==> config.mk <==
export PLATFORM = sky130hd
export DESIGN_NAME = decode_issue
export DESIGN_NICKNAME = d
export VERILOG_FILES = /design/src/source/decode_issue_pkg.sv /design/src/source/decode_issue.sv /design/src/source/issue_control.sv /design/src/source/operand_decoder.sv /design/src/source/unit_classifier.sv
export SDC_FILE = /design/constraint.sdc
export NUM_CORES = 1
export LEC_CHECK = 0
export BUFFER_PORTS_ARGS = -buffer_cell sky130_fd_sc_hd__clkbuf_2
export CAP_MARGIN = 20
export CORE_MARGIN = 3
export CORE_UTILIZATION = 43
export CTS_BUF_LIST = sky130_fd_sc_hd__clkbuf_4 sky130_fd_sc_hd__clkbuf_8 sky130_fd_sc_hd__clkbuf_16
export CTS_CLUSTER_SIZE = 8
export DETAILED_ROUTE_END_ITERATION = 8
export PLACE_DENSITY = 0.83
export SLEW_MARGIN = 10
export SYNTH_ARGS = -nofsm -noshare
export SYNTH_HDL_FRONTEND = slang
export SYNTH_HIERARCHICAL = 1
export SYNTH_SLANG_ARGS = --single-unit
==> constraint.sdc <==
create_clock -name clk -period 8.7 [get_ports clk]
set_input_delay 2.61 -clock clk [delete_from_list [all_inputs] [get_ports clk]]
set_output_delay 2.61 -clock clk [all_outputs]
set_load 0.02 [all_outputs]
==> src/source/decode_issue_pkg.sv <==
// RV32I base set only; M, A and compressed encodings are not decoded and opcode bits 1:0 are unchecked
package decode_issue_pkg;

    //////////////////////////////
    // Basic widths

    typedef logic [31:0] instr_t;
    typedef logic [31:0] xlen_t;
    typedef logic [4:0]  reg_addr_t;

    // Offsets are kept as plain vectors, already sign extended to their width
    typedef logic [20:0] pc_offset_t;
    typedef logic [11:0] ls_offset_t;

    //////////////////////////////
    // Encodings

    // Opcode bits 6:2
    typedef enum logic [4:0] {
        LOAD      = 5'b00000,
        FENCE     = 5'b00011,
        ARITH_IMM = 5'b00100,
        AUIPC     = 5'b00101,
        STORE     = 5'b01000,
        ARITH     = 5'b01100,
        LUI       = 5'b01101,
        BRANCH    = 5'b11000,
        JALR      = 5'b11001,
        JAL       = 5'b11011,
        SYSTEM    = 5'b11100
    } opcode_t;

    localparam int NUM_UNITS = 4;

    // Bit positions in a unit vector
    typedef enum logic [1:0] {
        ALU = 2'd0,
        BR  = 2'd1,
        LS  = 2'd2,
        SYS = 2'd3
    } unit_id_t;

    typedef logic [NUM_UNITS-1:0] unit_vec_t;

    typedef enum logic [1:0] {
        CONSTANT = 2'd0,
        ADD_SUB  = 2'd1,
        SLT      = 2'd2,
        SHIFT    = 2'd3
    } alu_op_t;

    typedef enum logic [1:0] {
        ADD = 2'd0,
        XOR = 2'd1,
        OR  = 2'd2,
        AND = 2'd3
    } alu_logic_op_t;

    //////////////////////////////
    // Decoder results and issue packet

    typedef struct packed {
        unit_vec_t unit_needed;
        logic      uses_rs1;
        logic      uses_rs2;
        logic      uses_rd;
    } unit_info_t;

    typedef struct packed {
        alu_op_t       alu_op;
        alu_logic_op_t logic_op;
        logic          subtract;
        logic          sel_pc;
        xlen_t         imm;
        pc_offset_t    pc_offset;
        ls_offset_t    ls_offset;
        logic          is_load;
        logic          is_store;
    } operand_ctrl_t;

    typedef struct packed {
        xlen_t         pc;
        reg_addr_t     rs1_addr;
        reg_addr_t     rs2_addr;
        reg_addr_t     rd_addr;
        logic [2:0]    fn3;
        unit_info_t    info;
        operand_ctrl_t ctrl;
    } issue_pkt_t;

endpackage

==> src/source/decode_issue.sv <==
// RV32I decode and issue with four units; no register data, renaming or M/A support
module decode_issue (
    input  logic                              clk,
    input  logic                              rst,

    input  logic                              decode_valid_i,
    input  decode_issue_pkg::xlen_t           decode_pc_i,
    input  decode_issue_pkg::instr_t          decode_instr_i,
    output logic                              decode_advance_o,

    output decode_issue_pkg::reg_addr_t [1:0] rs_addr_o,
    input  logic [1:0]                        rs_inuse_i,

    input  decode_issue_pkg::unit_vec_t       unit_ready_i,
    input  logic                              hold_i,
    input  logic                              flush_i,

    output decode_issue_pkg::issue_pkt_t      issue_pkt_o,
    output decode_issue_pkg::unit_vec_t       issue_to_o,
    output logic                              issued_o,
    output logic                              illegal_o
);
    import decode_issue_pkg::*;

    unit_info_t    info;
    operand_ctrl_t ctrl;

    // Both decoders look at the fetch word in parallel
    unit_classifier i_unit_classifier (
        .instr_i (decode_instr_i),
        .info_o  (info)
    );

    operand_decoder i_operand_decoder (
        .instr_i (decode_instr_i),
        .ctrl_o  (ctrl)
    );

    issue_control i_issue_control (
        .clk              (clk),
        .rst              (rst),
        .decode_valid_i   (decode_valid_i),
        .decode_pc_i      (decode_pc_i),
        .decode_instr_i   (decode_instr_i),
        .info_i           (info),
        .ctrl_i           (ctrl),
        .decode_advance_o (decode_advance_o),
        .rs_addr_o        (rs_addr_o),
        .rs_inuse_i       (rs_inuse_i),
        .unit_ready_i     (unit_ready_i),
        .hold_i           (hold_i),
        .flush_i          (flush_i),
        .issue_pkt_o      (issue_pkt_o),
        .issue_to_o       (issue_to_o),
        .issued_o         (issued_o),
        .illegal_o        (illegal_o)
    );

endmodule

==> src/source/issue_control.sv <==
// One-entry issue stage; a jump strobes BR and ALU together and waits until both are ready
module issue_control (
    input  logic                            clk,
    input  logic                            rst,

    input  logic                            decode_valid_i,
    input  decode_issue_pkg::xlen_t         decode_pc_i,
    input  decode_issue_pkg::instr_t        decode_instr_i,
    input  decode_issue_pkg::unit_info_t    info_i,
    input  decode_issue_pkg::operand_ctrl_t ctrl_i,
    output logic                            decode_advance_o,

    output decode_issue_pkg::reg_addr_t [1:0] rs_addr_o,
    input  logic [1:0]                      rs_inuse_i,

    input  decode_issue_pkg::unit_vec_t     unit_ready_i,
    input  logic                            hold_i,
    input  logic                            flush_i,

    output decode_issue_pkg::issue_pkt_t    issue_pkt_o,
    output decode_issue_pkg::unit_vec_t     issue_to_o,
    output logic                            issued_o,
    output logic                            illegal_o
);
    import decode_issue_pkg::*;

    issue_pkt_t next_pkt;
    issue_pkt_t stage_pkt;
    logic       stage_valid;

    logic       rs1_conflict;
    logic       rs2_conflict;
    logic       operands_ready;
    logic       no_unit;
    logic       units_ready;
    logic       can_act;
    logic       issue_fire;
    logic       illegal_fire;
    logic       stage_ready;

    //////////////////////////////
    // Packet entering the stage

    assign next_pkt.pc       = decode_pc_i;
    assign next_pkt.rs1_addr = decode_instr_i[19:15];
    assign next_pkt.rs2_addr = decode_instr_i[24:20];
    assign next_pkt.rd_addr  = decode_instr_i[11:7];
    assign next_pkt.fn3      = decode_instr_i[14:12];
    assign next_pkt.info     = info_i;
    assign next_pkt.ctrl     = ctrl_i;

    // Stage frees up in the same cycle its instruction leaves
    assign stage_ready      = !stage_valid || issue_fire || illegal_fire;
    assign decode_advance_o = decode_valid_i && stage_ready;

    // A flush wins over any transfer in the same cycle
    always_ff @(posedge clk) begin
        if (rst || flush_i) begin
            stage_valid <= 1'b0;
        end else if (stage_ready) begin
            stage_valid <= decode_valid_i;
        end
    end

    always_ff @(posedge clk) begin
        if (decode_advance_o) begin
            stage_pkt <= next_pkt;
        end
    end

    //////////////////////////////
    // Issue decision

    // Scoreboard lookup for the instruction held in the stage
    assign rs_addr_o[0] = stage_pkt.rs1_addr;
    assign rs_addr_o[1] = stage_pkt.rs2_addr;

    assign rs1_conflict   = rs_inuse_i[0] && stage_pkt.info.uses_rs1;
    assign rs2_conflict   = rs_inuse_i[1] && stage_pkt.info.uses_rs2;
    assign operands_ready = !rs1_conflict && !rs2_conflict;

    assign no_unit     = (stage_pkt.info.unit_needed == '0);
    assign units_ready = !no_unit
                         && ((stage_pkt.info.unit_needed & ~unit_ready_i) == '0);

    assign can_act = stage_valid && !hold_i && !flush_i;

    assign issue_fire = can_act && operands_ready && units_ready;

    // Illegal drop does not wait for operands
    assign illegal_fire = can_act && no_unit;

    assign issue_to_o  = {NUM_UNITS{issue_fire}} & stage_pkt.info.unit_needed;
    assign issued_o    = |issue_to_o;
    assign illegal_o   = illegal_fire;
    assign issue_pkt_o = stage_pkt;

endmodule

==> src/source/operand_decoder.sv <==
// Purely combinational; fields are decoded for every opcode and are only meaningful to the unit used
module operand_decoder (
    input  decode_issue_pkg::instr_t        instr_i,
    output decode_issue_pkg::operand_ctrl_t ctrl_o
);
    import decode_issue_pkg::*;

    // fn3 values of the integer operations
    localparam logic [2:0] FN3_ADD_SUB = 3'b000;
    localparam logic [2:0] FN3_SLL     = 3'b001;
    localparam logic [2:0] FN3_SLT     = 3'b010;
    localparam logic [2:0] FN3_SLTU    = 3'b011;
    localparam logic [2:0] FN3_XOR     = 3'b100;
    localparam logic [2:0] FN3_SRX     = 3'b101;
    localparam logic [2:0] FN3_OR      = 3'b110;
    localparam logic [2:0] FN3_AND     = 3'b111;

    opcode_t       opcode;
    logic [2:0]    fn3;

    alu_op_t       alu_op;
    alu_logic_op_t logic_op;
    logic          sub_op;

    logic [19:0]   jal_imm;
    logic [11:0]   i_imm;
    logic [11:0]   br_imm;
    logic [11:0]   st_imm;
    pc_offset_t    pc_offset;

    assign opcode = opcode_t'(instr_i[6:2]);
    assign fn3    = instr_i[14:12];

    //////////////////////////////
    // ALU control

    always_comb begin
        case (opcode)
            LUI, AUIPC, JAL, JALR: begin
                alu_op = CONSTANT;
            end
            default: begin
                case (fn3)
                    FN3_SLT, FN3_SLTU: alu_op = SLT;
                    FN3_SLL, FN3_SRX:  alu_op = SHIFT;
                    default:           alu_op = ADD_SUB;
                endcase
            end
        endcase
    end

    always_comb begin
        case (fn3)
            FN3_XOR: logic_op = XOR;
            FN3_OR:  logic_op = OR;
            FN3_AND: logic_op = AND;
            default: logic_op = ADD;
        endcase
    end

    // SLT compares through the subtractor
    assign sub_op = (fn3 inside {FN3_SLT, FN3_SLTU})
                    || ((opcode == ARITH) && (fn3 == FN3_ADD_SUB) && instr_i[30]);

    //////////////////////////////
    // Immediates and offsets

    assign i_imm   = instr_i[31:20];
    assign st_imm  = {instr_i[31:25], instr_i[11:7]};
    assign jal_imm = {instr_i[31], instr_i[19:12], instr_i[20], instr_i[30:21]};
    assign br_imm  = {instr_i[31], instr_i[7], instr_i[30:25], instr_i[11:8]};

    // Opcode bits 3:2 tell JAL, JALR and BRANCH apart
    always_comb begin
        case (instr_i[3:2])
            2'b11:   pc_offset = {jal_imm, 1'b0};
            2'b01:   pc_offset = {{9{i_imm[11]}}, i_imm};
            default: pc_offset = {{8{br_imm[11]}}, br_imm, 1'b0};
        endcase
    end

    assign ctrl_o.alu_op   = alu_op;
    assign ctrl_o.logic_op = logic_op;
    assign ctrl_o.subtract = sub_op;
    assign ctrl_o.sel_pc   = opcode inside {AUIPC, JAL, JALR, BRANCH};

    // Upper immediate for LUI and AUIPC
    assign ctrl_o.imm = (opcode inside {LUI, AUIPC}) ? {instr_i[31:12], 12'b0}
                                                    : {{20{i_imm[11]}}, i_imm};

    assign ctrl_o.pc_offset = pc_offset;
    assign ctrl_o.ls_offset = (opcode == STORE) ? st_imm : i_imm;
    assign ctrl_o.is_load   = (opcode == LOAD);
    assign ctrl_o.is_store  = (opcode == STORE);

endmodule

==> src/source/unit_classifier.sv <==
// Purely combinational; multiply/divide and unknown opcodes give an empty unit vector
module unit_classifier (
    input  decode_issue_pkg::instr_t     instr_i,
    output decode_issue_pkg::unit_info_t info_o
);
    import decode_issue_pkg::*;

    opcode_t    opcode;
    logic [2:0] fn3;

    logic       mul_div_op;
    logic       csr_imm_op;
    logic       env_op;

    unit_vec_t  unit_needed;
    logic       uses_rs1;
    logic       uses_rs2;
    logic       uses_rd;

    //////////////////////////////
    // Instruction fields

    assign opcode = opcode_t'(instr_i[6:2]);
    assign fn3    = instr_i[14:12];

    // M extension shares the ARITH opcode, marked by bit 25
    assign mul_div_op = (opcode == ARITH) && instr_i[25];

    // CSR forms taking a 5-bit immediate in the rs1 field
    assign csr_imm_op = (opcode == SYSTEM) && fn3[2];

    // ecall, ebreak and the returns
    assign env_op = (opcode == SYSTEM) && (fn3 == 3'b000);

    //////////////////////////////
    // Unit selection

    // Jumps need both BR and ALU, the ALU writes the link address
    always_comb begin
        unit_needed = '0;

        unit_needed[BR] = opcode inside {BRANCH, JAL, JALR};

        unit_needed[ALU] = (opcode inside {ARITH, ARITH_IMM, LUI, AUIPC, JAL, JALR})
                           && !mul_div_op;

        unit_needed[LS] = opcode inside {LOAD, STORE};

        unit_needed[SYS] = opcode inside {SYSTEM, FENCE};
    end

    //////////////////////////////
    // Register usage

    assign uses_rs1 = !((opcode inside {LUI, AUIPC, JAL, FENCE}) || csr_imm_op || env_op);

    assign uses_rs2 = opcode inside {BRANCH, STORE, ARITH};

    // Writes to x0 still count as using rd
    assign uses_rd = !((opcode inside {BRANCH, STORE, FENCE}) || env_op);

    assign info_o.unit_needed = unit_needed;
    assign info_o.uses_rs1    = uses_rs1;
    assign info_o.uses_rs2    = uses_rs2;
    assign info_o.uses_rd     = uses_rd;

endmodule

# Yosys cells after proc, flatten, opt, wreduce, memory -nomap -nowiden
# Cells that the tools add are included.
# word_totals
ff_bits	131
word_cells	97
# op_classes
n_reduce_logical	50
eq_ne	19
muxes	5
bitwise	3
# op_table
operator	n
20-bit one-hot mux with 2 select lines	1
31-bit two-way mux	1
5-bit equality test, second input constant	4
1-bit logical AND	16
5-bit by 4-bit equality test with 1-bit output, second input constant	3
3-bit equality test, second input constant	4
5-bit by 3-bit equality test with 1-bit output, second input constant	2
1-bit logical NOT	9
3-bit nonzero test	3
4-bit AND	2
4-bit logical NOT	2
2-bit nonzero test	4
4-bit nonzero test	2
4-bit OR reduction	2
1-bit logical OR	7
3-bit by 2-bit equality test with 1-bit output, second input constant	2
2-bit one-hot mux with 3 select lines	1
6-bit nonzero test	1
5-bit by 2-bit equality test with 1-bit output, second input constant	1
5-bit logical NOT	1
5-bit two-way mux	1
4-bit inverter	1
2-bit one-hot mux with 2 select lines	1
2-bit OR reduction	2
4 further kinds	4

# Longest topological paths before layout
# logic_depth
ltp_word	8
mapped_depth	5

# Cells and area by module
# The synthesis kept the hierarchy.
# modules_own_cells
mod	instances	cells_each	area_each_um2
issue_control	1	166	4154.0
operand_decoder	1	121	768.2
unit_classifier	1	30	180.2

# Worst setup path before layout
# OpenSTA, ideal clock, no wires.
# synth_path
path_type	in2out
from	in flush_i
to	out decode_advance_o
setup_slack_ns	-0.417
required_time_ns	6.090
arrival_ns	6.507
path_buffers	0
path_stages	4
path_cell_list	nor2_2 nand3b_4 nor4_4 o21a_1
# synth_between
elab_chain_len	7
# synth_lines
item	line_no	text
start: declaration	decode_issue.sv:16	input logic flush_i,
1-bit logical NOT (*)	issue_control.sv:86	assign can_act = stage_valid && !hold_i && !flush_i;
1-bit logical AND (*)	issue_control.sv:86	
1-bit logical AND (2 in a row)	issue_control.sv:88	assign issue_fire = can_act && operands_ready && units_ready;
1-bit logical OR	issue_control.sv:53	assign stage_ready = !stage_valid || issue_fire || illegal_fire;
1-bit logical OR (*)	issue_control.sv:53	
1-bit logical AND (*)	issue_control.sv:54	assign decode_advance_o = decode_valid_i && stage_ready;
end: declaration	decode_issue.sv:9	output logic decode_advance_o,
# Mark *: on every way between the ends. The rest lies on a longest branch, timed or not.

# Final worst setup path
# Same ends and word-level chain as after synthesis.

==> results.md <==
- WL final: 11520 um
- CP required: 6090 ps
- Worst-case reg-to-reg path depth: 5
- First-pass GRT wire length: 17190 um
- Placed cell area: 6108 um^2
- Initial antenna violation count: 0
- Max Root-Sink Buffers: 2
- RSZ-0062 raised after global routing: no
- Initial DRC Count: 253
- Sequential cell area fraction in the yosys report: between 70 and 80%
- F_max: 142.1 MHz
- Most common cell in the netlist: edfxtp_1
- Postcts setup bufs: 0
- Hold Slack: 559.3 ps
- Max-Cap Viols: 0
- Leak: roughly 2.9 nW
- Router iterations before antenna repair: 6
- Final TNS setup: 0 ps
- Synth cell count leaders: edfxtp_1, nand2_1, buf_4
- Reg2Reg Setup Slack: 5530 ps
- Final hold viol count: 0
- Ys flop type: edfxtp_1
- TritonCTS clock tree: done
- Clock H-tree levels: 4
- Placed cells: 640
- Slew HR: between 30% and 40%
- Netlist Area Pre-Place: 5102 um^2
- FFs w/ async S/R, synth: 0%
- Hold Buf Count CTS: 0
- Hold crit path type: reg2reg
- Row cnt: 39
- Worst EP arrival: 4430 ps
- Root Driver: clkbuf_16
- Internal power: around 1.2 mW
- Drt drc: 0
- Width of the die: 114.9 um
- ANT cells: 0
- Nets: 591
- Kind of critical path: in2out
- Final Non-Filler Cells: 671
- Starting Density: 44.31%
- Total track usage: 17.41%
- Detailed Place HPWL: 8138 um
- Post-CTS sizing: 0
- Clock sink count: 131
- Clock share of power: ~43%
- Critical Path Start: flush_i
- Mapped Nets: 392
- Sw Share: 23.67%
- Final worst setup slack: between 1500 and 2000 ps
- Worst Skew: 8.065 ps
- Yosys top cell by area: edfxtp_1
- Worst Hold Launch: i_issue_control/stage_valid
- Most area-consuming cells after synthesis: edfxtp_1, buf_4, nand2_1, mux2_2, nor2b_1
- Post-route cell area: 6698 um^2
- Synth Register Bits: 131
- Routability Congestion: 0.7546
- Core area: between 10000 and 15000 um^2
- Pre-CTS setup slack: 1671 ps
- Vias in the first global route: 3371
- Tightest Pin Transition: 978.0 ps
- Min Tclk post-route: 7039 ps
- Cell variety after synth: 41
- Max-slew violations: 0
- Syn_area_per_cell: 16.10 um^2
- Worst R2R Start: i_issue_control/issue_pkt_o[77]
- Grt ovf: 0
- Share of cells above drive strength 1: between 50% and 60%
- Run status: finished clean
- Syn-to-layout area delta: 31.27%
- Die height: 114.9 um
- Clk Latency, worst-skew pair: 420 ps
- I/O pins: 222
- Sw power: 0.3856 mW
- Clock transition at path regs: 50 ps
- Seq pwr share: 46.5%
- Max VDD drop: between 0.1 and 0.15 mV
- Finished Core Util: approximately three fifths
- Total CTS buffers: 17
- Synthesized instance count: between 300 and 400
- Critical path capture point type: output pin
- Final total power: around 1.6 mW
- Crit share post-route: 80.91%
- Vias per inst: 4.934
- WL/cell: roughly 17 um
- Number of synthesized flops with an enable pin: 130
- Antenna Violating Nets Remaining: 0
- Hold path cells: 2
- Largest net degree at the start of global routing: 81
- Largest fanout on the critical path: 52
- Port Buffer Count: 219
- Finish-stage setup viols: 0
- Share of the synthesized area in the top cell type: 76.51%
- Combinational share of power: 10.4%
- Critical path launch point type: primary input
- Area of the die: 13210 um^2
- DR vias: 3311
- Pwr/cell area: 243.3 nW/um^2
- Synth warn: 6
critical path, cell delays in order:
cell	delay [ps]
clkbuf_2	90
nor2_2	180
nand3b_4	110
nor4_4	440
o21a_4	680
clkbuf_2	300
path summary, 6_finish.rpt:
kind / endpoint
setup reg to reg: i_issue_control/issue_pkt_o[68]
hold / removal: i_issue_control/stage_valid
setup / recovery: decode_advance_o
hold reg to reg: i_issue_control/stage_valid
area by class of cell:
| cell class | count | area [um^2] |
|---|---|---|
| Fill cell | 905 | 4818 |
| Sequential cell | 131 | 3924 |
| Tap cell | 143 | 178.9 |
| Clock inverter | 14 | 163.9 |
| Multi-Input combinational cell | 135 | 857.1 |
| Inverter | 10 | 37.54 |
| Clock buffer | 17 | 425.4 |
| Timing Repair Buffer | 221 | 1111 |
cell families (layout without fill, tap and decap cells):
logic type             count (synthesis)  count (layout)  share of synthesized area, %
multiplexers                          10              10                         2.183
AND/OR/NAND/NOR                       95              95                         10.23
XOR/XNOR                               2               2                        0.3434
AO/OA/AOI/OAI                         28              28                         3.899
buffers and inverters                 51             262                         6.449
flip-flops                           131             131                         76.90
sequential cells by signal, indices dropped and copies added (netlist names):
signal                       count
i_issue_control/issue_pkt_o    130
i_issue_control/stage_valid      1
cell usage in the layout, fill, tap and decap left out, types with 2 or more instances in the layout:
master	n
xor2_1	2
and3b_1	2
clkinv_2	3
edfxtp_1	130
clkbuf_16	17
o21ai_1	3
bufinv_16	3
nor2_1	8
o21ai_0	3
nor2b_1	13
buf_4	2
nand3_1	2
a31o_2	8
inv_1	9
nor4_1	3
a31oi_1	2
nand2b_1	3
mux2_2	9
and2_1	5
nor3b_1	2
a21oi_1	4
clkinvlp_4	5
nand2_1	46
nor3_1	3
nand3b_4	2
clkbuf_2	219
power groups by stage:
stage               Sequential (mW)  Combinational [mW]  Clock [mW]
CTS                           0.758               0.172       0.715
floorplan                     0.822              0.0553           0
finish                        0.758               0.169       0.702
global route                  0.762               0.183       0.745
detailed placement            0.771               0.171           0
global placement              0.769               0.167           0
per-layer routing:
layer | GRT usage [%] | wire length (um) | up-vias
met5 | 0 | 0 | -
met3 | 6.789 | 1124 | 26
met4 | 8.685 | 312 | 0
met2 | 30.21 | 6055 | 157
met1 | 18.40 | 4025 | 1596
li1 | - | - | 1532
Power figures use the tool's default switching activity.
